**config.mk**
```make
export PLATFORM = sky130hd
export DESIGN_NAME = execute_stage_flat
export DESIGN_NICKNAME = d
export VERILOG_FILES = /design/src/source/isa_pkg.sv /design/src/source/core_pkg.sv /design/src/source/ex_mw_if.sv /design/src/source/instr_decoder.sv /design/src/source/execute_stage.sv /design/src/flat_wrapper.sv
export VERILOG_INCLUDE_DIRS = /design/src /design/src/source
export SDC_FILE = /design/constraint.sdc
export NUM_CORES = 2
export LEC_CHECK = 0
export ABC_AREA = 1
export BUFFER_PORTS_ARGS = -buffer_cell sky130_fd_sc_hd__buf_2
export CAP_MARGIN = 30
export CORE_MARGIN = 2
export CORE_UTILIZATION = 63
export CTS_CLUSTER_DIAMETER = 60
export DETAILED_ROUTE_END_ITERATION = 16
export GPL_ROUTABILITY_DRIVEN = 0
export GPL_TIMING_DRIVEN = 1
export PLACE_DENSITY = 0.81
export SLEW_MARGIN = 5
export SYNTH_ARGS = -nofsm -noshare
export SYNTH_HDL_FRONTEND = slang
export SYNTH_SLANG_ARGS = --single-unit
export TNS_END_PERCENT = 20
```
**constraint.sdc**
```tcl
create_clock -name CLK -period 4.33 [get_ports CLK]
set_input_delay 0.866 -clock CLK [delete_from_list [all_inputs] [get_ports CLK]]
set_output_delay 0.866 -clock CLK [all_outputs]
set_load 0.03 [all_outputs]
```
**src/source/mips_cfg.svh**
```systemverilog
`ifndef MIPS_CFG_SVH
`define MIPS_CFG_SVH

// instruction RAM, 256 words
`define IMEM_AW 8

// data RAM, 256 words
`define DMEM_AW 8

`define RESET_PC 32'h0000_0000 // first fetch address

`define RA_REG 5'd31 // JAL link register

`endif

```
**src/source/isa_pkg.sv**
```systemverilog
package isa_pkg;

   typedef logic [31:0] instr_t;
   typedef logic [4:0]  reg_addr_t;
   typedef logic [15:0] imm16_t;
   typedef logic [25:0] jtarget_t;

   typedef enum logic [5:0] {
      OP_SPECIAL = 6'h00, // R-type, see funct
      OP_J       = 6'h02,
      OP_JAL     = 6'h03,
      OP_BEQ     = 6'h04,
      OP_BNE     = 6'h05,
      OP_ADDIU   = 6'h09,
      OP_SLTI    = 6'h0a,
      OP_ANDI    = 6'h0c,
      OP_ORI     = 6'h0d,
      OP_XORI    = 6'h0e,
      OP_LUI     = 6'h0f,
      OP_LB      = 6'h20,
      OP_LH      = 6'h21,
      OP_LW      = 6'h23,
      OP_LBU     = 6'h24,
      OP_LHU     = 6'h25,
      OP_SB      = 6'h28,
      OP_SH      = 6'h29,
      OP_SW      = 6'h2b
   } opcode_e;

   typedef enum logic [5:0] {
      F_SLL  = 6'h00, F_SRL  = 6'h02, F_SRA = 6'h03, F_JR  = 6'h08,
      F_ADDU = 6'h21, F_SUBU = 6'h23, F_AND = 6'h24, F_OR  = 6'h25,
      F_XOR  = 6'h26, F_SLT  = 6'h2a, F_SLTU = 6'h2b
   } funct_e;

endpackage

```
**src/source/core_pkg.sv**
```systemverilog
`include "mips_cfg.svh"

package core_pkg;

   typedef logic [31:0]          word_t;
   typedef logic [1:0]           byte_off_t;
   typedef logic [`IMEM_AW-1:0]  imem_addr_t;

   typedef enum logic [3:0] {
      ALU_ADD, ALU_SUB, ALU_AND, ALU_OR, ALU_XOR, ALU_SLT,
      ALU_SLTU, ALU_SLL, ALU_SRL, ALU_SRA, ALU_LUI
   } alu_op_e;

   typedef enum logic {A_REG, A_SHAMT} a_sel_e; // shifts take shamt

   typedef enum logic [1:0] {B_REG, B_SEXT, B_ZEXT} b_sel_e;

   typedef enum logic [1:0] {DEST_RT, DEST_RD, DEST_LINK} dest_sel_e;

   typedef enum logic {WB_ALU, WB_LOAD} wb_sel_e;

   typedef enum logic [1:0] {SIZE_BYTE, SIZE_HALF, SIZE_WORD} mem_size_e;

   typedef enum logic [1:0] {PC_SEQ, PC_BRANCH, PC_JUMP, PC_REG} pc_sel_e;

endpackage

```
**src/source/ex_mw_if.sv**
```systemverilog
`timescale 1ns/1ps

interface ex_mw_if;
   import isa_pkg::*;
   import core_pkg::*;

   logic      valid;
   word_t     alu_result;  // also the data address
   word_t     store_data;  // already in its lane
   logic [3:0] byte_en;    // bit 3 is bits 31..24
   logic      mem_read;
   logic      mem_write;
   mem_size_e mem_size;
   logic      load_signed;
   wb_sel_e   wb_sel;
   logic      reg_write;
   reg_addr_t dest;

   modport ex (output valid, alu_result, store_data, byte_en, mem_read, mem_write,
               mem_size, load_signed, wb_sel, reg_write, dest);

   modport mw (input valid, alu_result, store_data, byte_en, mem_read, mem_write,
               mem_size, load_signed, wb_sel, reg_write, dest);

endinterface

```
**src/source/instr_decoder.sv**
```systemverilog
`timescale 1ns/1ps

module instr_decoder (
   input  isa_pkg::instr_t      instr,
   output core_pkg::alu_op_e    alu_op,
   output core_pkg::a_sel_e     a_sel,
   output core_pkg::b_sel_e     b_sel,
   output core_pkg::dest_sel_e  dest_sel,
   output core_pkg::wb_sel_e    wb_sel,
   output logic                 mem_read,
   output logic                 mem_write,
   output core_pkg::mem_size_e  mem_size,
   output logic                 load_signed,
   output logic                 reg_write,
   output logic                 is_branch,
   output logic                 branch_ne,
   output logic                 is_jump,
   output logic                 is_jr
);
   import isa_pkg::*;
   import core_pkg::*;

   always_comb begin
      // defaults give a no-op
      alu_op = ALU_ADD;  a_sel = A_REG;  b_sel = B_REG;
      dest_sel = DEST_RT;  wb_sel = WB_ALU;  mem_size = SIZE_WORD;
      {mem_read, mem_write, load_signed, reg_write} = 4'b0000;
      {is_branch, branch_ne, is_jump, is_jr} = 4'b0000;
      case (opcode_e'(instr[31:26]))
         OP_SPECIAL: begin
            dest_sel = DEST_RD;
            reg_write = 1'b1;
            case (funct_e'(instr[5:0]))
               F_ADDU: alu_op = ALU_ADD;
               F_SUBU: alu_op = ALU_SUB;
               F_AND:  alu_op = ALU_AND;
               F_OR:   alu_op = ALU_OR;
               F_XOR:  alu_op = ALU_XOR;
               F_SLT:  alu_op = ALU_SLT;
               F_SLTU: alu_op = ALU_SLTU;
               F_SLL:  begin alu_op = ALU_SLL; a_sel = A_SHAMT; end
               F_SRL:  begin alu_op = ALU_SRL; a_sel = A_SHAMT; end
               F_SRA:  begin alu_op = ALU_SRA; a_sel = A_SHAMT; end
               F_JR:   begin is_jr = 1'b1; reg_write = 1'b0; end
               default: reg_write = 1'b0; // unknown funct
            endcase
         end
         OP_ADDIU: begin b_sel = B_SEXT; reg_write = 1'b1; end
         OP_SLTI:  begin alu_op = ALU_SLT; b_sel = B_SEXT; reg_write = 1'b1; end
         OP_ANDI:  begin alu_op = ALU_AND; b_sel = B_ZEXT; reg_write = 1'b1; end
         OP_ORI:   begin alu_op = ALU_OR;  b_sel = B_ZEXT; reg_write = 1'b1; end
         OP_XORI:  begin alu_op = ALU_XOR; b_sel = B_ZEXT; reg_write = 1'b1; end
         OP_LUI:   begin alu_op = ALU_LUI; b_sel = B_ZEXT; reg_write = 1'b1; end
         OP_BEQ:   is_branch = 1'b1;
         OP_BNE:   begin is_branch = 1'b1; branch_ne = 1'b1; end
         OP_J:     is_jump = 1'b1;
         OP_JAL:   begin is_jump = 1'b1; dest_sel = DEST_LINK; reg_write = 1'b1; end
         OP_LB, OP_LH, OP_LW, OP_LBU, OP_LHU: begin
            b_sel = B_SEXT;  wb_sel = WB_LOAD;
            mem_read = 1'b1;  reg_write = 1'b1;
            load_signed = (instr[31:26] == OP_LB) || (instr[31:26] == OP_LH);
            if (instr[27:26] == 2'b11) mem_size = SIZE_WORD;
            else if (instr[26]) mem_size = SIZE_HALF; // LH, LHU
            else mem_size = SIZE_BYTE;
         end
         OP_SB:    begin b_sel = B_SEXT; mem_write = 1'b1; mem_size = SIZE_BYTE; end
         OP_SH:    begin b_sel = B_SEXT; mem_write = 1'b1; mem_size = SIZE_HALF; end
         OP_SW:    begin b_sel = B_SEXT; mem_write = 1'b1; end
         default: ; // unsupported, stays a no-op
      endcase
   end

endmodule

```
**src/source/execute_stage.sv**
```systemverilog
`timescale 1ns/1ps
`include "mips_cfg.svh"

module execute_stage (
   input  logic               CLK,
   input  logic               rst_n,
   input  logic               stall,
   input  isa_pkg::instr_t    instr,
   input  core_pkg::word_t    pc_plus4,
   input  logic               wb_we,
   input  isa_pkg::reg_addr_t wb_dest,
   input  core_pkg::word_t    wb_data,
   ex_mw_if.ex                exo,
   output core_pkg::pc_sel_e  pc_sel,
   output core_pkg::word_t    branch_target,
   output isa_pkg::jtarget_t  jump_target,
   output core_pkg::word_t    reg_target
);
   import isa_pkg::*;
   import core_pkg::*;

   reg_addr_t rs, rt, rd, dest;
   imm16_t    imm;
   word_t     regs [1:31]; // r0 is not stored
   word_t     rs_val, rt_val, op_a, op_b, alu_out, ex_result, store_data;
   byte_off_t off;
   logic [3:0] byte_en;
   logic      take;
   alu_op_e   alu_op;
   a_sel_e    a_sel;
   b_sel_e    b_sel;
   dest_sel_e dest_sel;
   wb_sel_e   wb_sel;
   mem_size_e mem_size;
   logic      mem_read, mem_write, load_signed, reg_write;
   logic      is_branch, branch_ne, is_jump, is_jr;

   instr_decoder u_dec (
      .instr(instr), .alu_op(alu_op), .a_sel(a_sel), .b_sel(b_sel),
      .dest_sel(dest_sel), .wb_sel(wb_sel), .mem_read(mem_read),
      .mem_write(mem_write), .mem_size(mem_size), .load_signed(load_signed),
      .reg_write(reg_write), .is_branch(is_branch), .branch_ne(branch_ne),
      .is_jump(is_jump), .is_jr(is_jr)
   );

   assign rs  = instr[25:21];
   assign rt  = instr[20:16];
   assign rd  = instr[15:11];
   assign imm = instr[15:0];

   always_ff @(posedge CLK) begin
      if (wb_we) regs[wb_dest] <= wb_data; // wb_we never set for r0
   end

   // forward the writeback result, covers distance 1
   assign rs_val = (rs == '0) ? '0 : (wb_we && wb_dest == rs) ? wb_data : regs[rs];
   assign rt_val = (rt == '0) ? '0 : (wb_we && wb_dest == rt) ? wb_data : regs[rt];

   assign op_a = (a_sel == A_SHAMT) ? {27'b0, instr[10:6]} : rs_val;

   always_comb begin
      case (b_sel)
         B_SEXT:  op_b = {{16{imm[15]}}, imm};
         B_ZEXT:  op_b = {16'h0000, imm};
         default: op_b = rt_val;
      endcase
      case (alu_op)
         ALU_ADD:  alu_out = op_a + op_b;
         ALU_SUB:  alu_out = op_a - op_b;
         ALU_AND:  alu_out = op_a & op_b;
         ALU_OR:   alu_out = op_a | op_b;
         ALU_XOR:  alu_out = op_a ^ op_b;
         ALU_SLT:  alu_out = {31'b0, $signed(op_a) < $signed(op_b)};
         ALU_SLTU: alu_out = {31'b0, op_a < op_b};
         ALU_SLL:  alu_out = op_b << op_a[4:0];
         ALU_SRL:  alu_out = op_b >> op_a[4:0];
         ALU_SRA:  alu_out = word_t'($signed(op_b) >>> op_a[4:0]);
         ALU_LUI:  alu_out = {op_b[15:0], 16'h0000};
         default:  alu_out = '0;
      endcase
      case (dest_sel)
         DEST_RD:   dest = rd;
         DEST_LINK: dest = `RA_REG;
         default:   dest = rt;
      endcase
   end

   assign ex_result = (dest_sel == DEST_LINK) ? pc_plus4 + 32'd4 : alu_out; // JAL links PC+8

   assign take          = is_branch && ((rs_val == rt_val) ^ branch_ne);
   assign branch_target = pc_plus4 + {{14{imm[15]}}, imm, 2'b00};
   assign jump_target   = instr[25:0];
   assign reg_target    = rs_val;
   assign pc_sel = is_jr ? PC_REG : is_jump ? PC_JUMP : take ? PC_BRANCH : PC_SEQ;

   // big-endian lanes, offset 0 is the top byte
   assign off = alu_out[1:0];
   always_comb begin
      case (mem_size)
         SIZE_BYTE: begin
            store_data = {4{rt_val[7:0]}};
            byte_en    = 4'b1000 >> off;
         end
         SIZE_HALF: begin
            store_data = {2{rt_val[15:0]}};
            byte_en    = off[1] ? 4'b0011 : 4'b1100;
         end
         default: begin
            store_data = rt_val;
            byte_en    = 4'b1111;
         end
      endcase
   end

   always_ff @(posedge CLK or negedge rst_n) begin
      if (!rst_n) begin
         exo.valid     <= 1'b0;
         exo.reg_write <= 1'b0;
         exo.mem_read  <= 1'b0;
         exo.mem_write <= 1'b0;
      end else if (!stall) begin
         exo.valid     <= 1'b1;
         exo.reg_write <= reg_write;
         exo.mem_read  <= mem_read;
         exo.mem_write <= mem_write;
      end
   end

   always_ff @(posedge CLK) begin
      if (!stall) begin
         exo.alu_result  <= ex_result;
         exo.store_data  <= store_data;
         exo.byte_en     <= byte_en;
         exo.mem_size    <= mem_size;
         exo.load_signed <= load_signed;
         exo.wb_sel      <= wb_sel;
         exo.dest        <= dest;
      end
   end

endmodule

```
**src/flat_wrapper.sv**
```systemverilog
// flat-port wrapper written by rule: the top's interface ports become plain ports
module execute_stage_flat import isa_pkg::*; import core_pkg::*;
  (CLK, rst_n, stall, instr, pc_plus4, wb_we, wb_dest, wb_data, pc_sel, branch_target, jump_target, reg_target, exo_valid, exo_alu_result, exo_store_data, exo_byte_en, exo_mem_read, exo_mem_write, exo_mem_size, exo_load_signed, exo_wb_sel, exo_reg_write, exo_dest);
  ex_mw_if exo_i ();
  input  logic CLK;
  input  logic rst_n;
  input  logic stall;
  input  isa_pkg::instr_t instr;
  input  core_pkg::word_t pc_plus4;
  input  logic wb_we;
  input  isa_pkg::reg_addr_t wb_dest;
  input  core_pkg::word_t wb_data;
  output core_pkg::pc_sel_e pc_sel;
  output core_pkg::word_t branch_target;
  output isa_pkg::jtarget_t jump_target;
  output core_pkg::word_t reg_target;
  output wire logic [$bits(exo_i.valid)-1:0] exo_valid;
  output wire logic [$bits(exo_i.alu_result)-1:0] exo_alu_result;
  output wire logic [$bits(exo_i.store_data)-1:0] exo_store_data;
  output wire logic [$bits(exo_i.byte_en)-1:0] exo_byte_en;
  output wire logic [$bits(exo_i.mem_read)-1:0] exo_mem_read;
  output wire logic [$bits(exo_i.mem_write)-1:0] exo_mem_write;
  output wire logic [$bits(exo_i.mem_size)-1:0] exo_mem_size;
  output wire logic [$bits(exo_i.load_signed)-1:0] exo_load_signed;
  output wire logic [$bits(exo_i.wb_sel)-1:0] exo_wb_sel;
  output wire logic [$bits(exo_i.reg_write)-1:0] exo_reg_write;
  output wire logic [$bits(exo_i.dest)-1:0] exo_dest;
  assign exo_valid = exo_i.valid;
  assign exo_alu_result = exo_i.alu_result;
  assign exo_store_data = exo_i.store_data;
  assign exo_byte_en = exo_i.byte_en;
  assign exo_mem_read = exo_i.mem_read;
  assign exo_mem_write = exo_i.mem_write;
  assign exo_mem_size = exo_i.mem_size;
  assign exo_load_signed = exo_i.load_signed;
  assign exo_wb_sel = exo_i.wb_sel;
  assign exo_reg_write = exo_i.reg_write;
  assign exo_dest = exo_i.dest;
  execute_stage u_core (.CLK(CLK), .rst_n(rst_n), .stall(stall), .instr(instr), .pc_plus4(pc_plus4), .wb_we(wb_we), .wb_dest(wb_dest), .wb_data(wb_data), .exo(exo_i), .pc_sel(pc_sel), .branch_target(branch_target), .jump_target(jump_target), .reg_target(reg_target));
endmodule
```
==> run summary, run 1 <==
GRT overflow: 420
# IOs: 278
FF+latch count, synth: 1073
synthesis warning total: 0
Failed at: 5_1_grt
row count: 119
stop err: [ERROR GRT-0232] Routing congestion too high. Check the congestion heatmap in the GUI.
xor/xnor share of the synthesized area: 0.00825
# clock sinks: 1073
post-synthesis mux area share: 0.00763
total CTS buffers: 113
Cells after Synth: 8375
Synth async-reset ratio: 0.00373
worst setup endpoint GRT: pc_sel[0]
die height: 330 um
Most used DFF post-synth: edfxtp_1
initial core utilization: 0.635
synthesized area: 66900 sq um
Avg Synthesized Cell Area: 7.98 sq um
sequential-to-total area share from yosys stat: 0.482
Die X: 330 um
syn nets: 8613
kind of the worst endpoint: top-level output
largest net degree at the start of global routing: 67
GRT Util Overall: 0.792
detailed placer's ending HPWL: 199000 um
# port buffers: 277
Placed Area: 77800 sq um
CTS root buffer: clkbuf_16
Clock H-tree levels: 3
Compound-Gate Fraction of Synth Area: 0.140
outcome: did not finish
Distinct cells, synth: 62
largest family of logic cells by synthesized area: simple AND/OR/NAND/NOR gates
Clock Path Buffers: 3
adder-cell share of the synthesized area: 0.0252
Synth Area in Simple Gates: 0.252
EDFF count, synth: 1069
cell usage after synthesis (all sizes together), types with 2 or more instances:
| cell | instances | area share |
|---|---|---|
| a22oi | 6 | 0.00067 |
| a31oi | 17 | 0.0017 |
| ha | 130 | 0.024 |
| a21o | 15 | 0.0017 |
| o21bai | 14 | 0.0016 |
| mux2i | 51 | 0.0076 |
| fa | 3 | 0.00090 |
| o31ai | 5 | 0.00056 |
| a221oi | 9 | 0.0012 |
| xnor2 | 22 | 0.0029 |
| a2111oi | 6 | 0.00079 |
| o211ai | 136 | 0.015 |
| nor2 | 775 | 0.044 |
| dfrtp | 4 | 0.0015 |
| xor2 | 41 | 0.0054 |
| a21boi | 8 | 0.00090 |
| nor3 | 37 | 0.0030 |
| nand3 | 966 | 0.072 |
| edfxtp | 1069 | 0.48 |
| nand2 | 2232 | 0.13 |
| and3 | 5 | 0.00047 |
| or2 | 9 | 0.00084 |
| o2111ai | 10 | 0.0013 |
| a21oi | 558 | 0.042 |
| a211oi | 8 | 0.00090 |
| o21ai | 792 | 0.059 |
| nor4 | 11 | 0.0010 |
| o211a | 7 | 0.0010 |
| or4 | 2 | 0.00022 |
| o21a | 10 | 0.0011 |
| nor3b | 2 | 0.00022 |
| nand4 | 32 | 0.0030 |
| clkbuf | 117 | 0.0066 |
| o22ai | 71 | 0.0066 |
| clkinv | 4 | 0.00024 |
| inv | 728 | 0.041 |
| buf | 432 | 0.038 |
| nand3b | 3 | 0.00034 |
| o221ai | 23 | 0.0030 |
timing repair:
item	4_1_cts
gates resized for setup	544
hold buffers	1
endpoints found under the hold margin	4
setup buffers	119
cloned	21
endpoints found under the setup margin	54
pin swaps	157
metrics by stage:
stage,hold WS [ns],setup slack [ns],std cells
CTS,0.372,-0.336,11000
global placement,0.445,-1.70,10700
detailed placement,0.452,-1.84,10700
floorplan,0.570,-0.541,8375
kinds of logic after synthesis:
logic type	after synthesis
AO/OA/AOI/OAI	1698
flip-flops	1073
XOR/XNOR	63
adder cells (fa/ha/maj)	133
AND/OR/NAND/NOR	4076
buffers and inverters	1281
multiplexers	51
layer usage:
layer / GRT overflow / GRT usage
met5: 12 / 0.523
met3: 44 / 0.734
met4: 177 / 0.740
met1: 29 / 0.794
met2: 158 / 0.886
==> inputs of run 2 (changes only) <==
Settings changed: CORE_UTILIZATION 63 to 40, CTS_CLUSTER_DIAMETER 60 to not set, PLACE_DENSITY 0.81 to not set, PLACE_DENSITY_LB_ADDON set to 0.15.
==> run 2 against run 1 <==
  * The flow now finishes, with violations (setup timing)
  * Synthesized cell count unchanged
  * Area after synthesis stayed put
==> run summary, run 2 <==
max FFs per register: 992
vias in the first global route: 65000
Distinct cells, synth: 62 (unchanged)
MaxCap Viol Count: 0
CTS root buffer: clkbuf_16
# clock sinks: 1073 (unchanged)
Slew Limit Fails: 0
drt drc: 0
routed len/inst: 27.7 um
Avg Synthesized Cell Area: 7.98 sq um (unchanged)
Iteration-0 DRC Markers: 11600
VDD IR max: 0.339 mV
GRT overflow: 0
Most used DFF post-synth: edfxtp_1
Reg with most FFs: u_core.regs
Synth async-reset ratio: 0.00373 (unchanged)
Final WS setup: -0.436 ns
most common cell in the synthesized netlist: nand2_1
Worst Path Max Fanout: 20
crit path time final: 4.77 ns
die area: 170000 sq um
EDFF count, synth: 1069 (unchanged)
Syn-to-layout area delta: 32.2%
final setup fails: 36
WL final: 330000 um
Nets: 9855
synthesized area: 66900 sq um (unchanged)
Cells after Synth: 8375 (unchanged)
Critical Path RT: 3.46 ns
detailed placer's ending HPWL: 221000 um (+11%)
initial core utilization: 0.401 (-0.234)
vias per inst: 5.95
Clk Latency, worst-skew pair: 0.80 ns
commonest non-fill, non-tap cell in the layout: nand2_1
violated checks: setup timing
Final Cycle Share: 1.10
hold crit path type: primary input to flop
top post-synthesis cells by count: 2222 x nand2_1, 1069 x edfxtp_1, 964 x nand3_1
CORE AREA: 167000 sq um
crit path DAT: 3.90 ns
GRT Util Overall: 0.375
Final Hold Fails: 0
syn nets: 8613 (unchanged)
Max Freq: 0.210 GHz
Clock H-tree levels: 3 (unchanged)
total power: 34100 uW
endpoint type of the worst setup path: primary output
Yosys top cell area share: 0.480 (unchanged)
FF+latch count, synth: 1073 (unchanged)
row count: 150 (+26%)
Power Dens Cells: 386 nW/um^2
worst relative slew slack: 0.419
Clock Path Buffers: 3 (unchanged)
Placement Setup Slack: -1.93 ns (-0.0876 ns)
Largest regs: u_core.regs (992), u_core.exo.alu_result (32), u_core.exo.store_data (32)
Worst Tran Pin Value: 0.863 ns
outcome: complete, but fails checks
Via Count: 71000
most frequent cells in the layout: 2085 x nand2_1, 1137 x buf_4, 1069 x edfxtp_1, 929 x nand3_1, 676 x inv_1
largest net degree at the start of global routing: 66
# IOs: 278 (unchanged)
share of cells above drive strength 1: 0.247
Crit Path Category: primary input to primary output
# port buffers: 277 (unchanged)
DR pass1 iterations: 8
initial antenna violation count: 13
final clock skew: 0.0418 ns
Worst-path clk slew: 0.06 ns
die height: 413 um (+25%)
RSZ-0062 raised after global routing: yes
critical path startpoint category: primary input
total CTS buffers: 118 (+4.4%)
largest cells by area after synthesis: edfxtp_1 48%, nand2_1 12%, nand3_1 7.2%
Die X: 413 um (+25%)
Static Leak: 0.0379 uW
CTS tree: yes
top cell type by total area after synthesis: edfxtp_1
Final ANT Viol Nets: 0
sequential-to-total area share from yosys stat: 0.482 (unchanged)
synthesis warning total: 0 (unchanged)
first-pass GRT wire length: 460000 um
[run 2: cell counts after synthesis]
No cell type changed its count.
[run 2: stage by stage]
stage	setup TNS, ns	utilization	hold WS, ns	instances	area (sq um)
floorplan	-10.95	-	0.570	8375	67100
global placement	-60.18	0.478	0.455	11600	79600
detailed placement	-60.16	0.478	0.463	11600	79600
CTS	-2.76	0.522	0.305	11900	87000
global route	-12.82	0.530	0.345	11900	88400
finish	-7.00	0.531	0.356	11900	88400
[run 2: what timing repair did]
| action | in CTS | in global routing |
|---|---|---|
| gates cloned | 28 | 6 |
| pin swaps | 105 | 99 |
| buffers inserted | 66 | 29 |
| endpoints found under the setup margin | 60 | 48 |
| endpoints found under the hold margin | 4 | 0 |
| resized for setup | 569 | 282 |
| hold buffers | 1 | 0 |
[run 2: cell families after synthesis]
family,share of synthesized area
buffers and inverters,0.0854
AO/OA/AOI/OAI,0.140
XOR/XNOR,0.00825
AND/OR/NAND/NOR,0.252
multiplexers,0.00763
adder cells (fa/ha/maj),0.0252
flip-flops,0.482
[run 2: power by group]
| part | internal [uW] | switching [uW] |
|---|---|---|
| combinational | 4530 | 7410 |
| sequential | 11700 | 113 |
| clock | 5740 | 4580 |
[run 2: final timing paths]
path / slack (ns) / to / from / cells past startpoint
setup / recovery: -0.44 / pc_sel[0] / instr[16] / 25
hold / removal: 0.36 / u_core.exo.mem_write$_DFFE_PN0N_ / stall / 3
setup reg to reg: -0.09 / u_core.exo.alu_result[14]$_DFFE_PN_ / u_core.regs[3][0]$_DFFE_PP_ / 31
hold reg to reg: 0.48 / u_core.exo.valid$_DFFE_PN0N_ / u_core.exo.valid$_DFFE_PN0N_ / 1
max in group asynchronous: 3.77 / u_core.exo.reg_write$_DFFE_PN0N_ / rst_n / 2
min in group asynchronous: 0.44 / u_core.exo.valid$_DFFE_PN0N_ / rst_n / 2
[run 2: area by class of cell]
cell class              instances  area, sq um
multi-input cells            6021        31600
inverters                     732         2840
flip-flops and latches       1073        32200
repair inverters                2         46.3
fillers                     15300        78200
clock inverters                85          826
repair buffers               1669        15100
clock buffers                 139         3060
diodes                          3         7.51
well taps                    2204         2760
[run 2: critical path, stage by stage]
cell	delay, ns
buf_16	0.14
inv_8	0.11
buf_8	0.19
buf_6	0.20
buf_6	0.23
nand2_1	0.08
nand2_1	0.06
nand2_1	0.05
nand3_1	0.08
nand3_1	0.10
nand2_1	0.18
nand2_1	0.19
nand2_1	0.15
nand2_2	0.14
xnor2_1	0.18
nand2_1	0.08
nor2_1	0.11
nand2_1	0.05
nor2_1	0.09
buf_4	0.17
nand2_1	0.06
nand2_1	0.05
nand3_1	0.06
nand2_1	0.09
buf_6	0.14
[run 2: routing by layer]
layer,track usage,up-vias,routed length (um)
li1,-,31000,-
met3,0.0980,1129,45600
met2,0.542,5327,136000
met5,0,-,54
met1,0.503,33600,125000
met4,0.222,8,23900
Note: power is estimated with default switching activity, not from simulation.
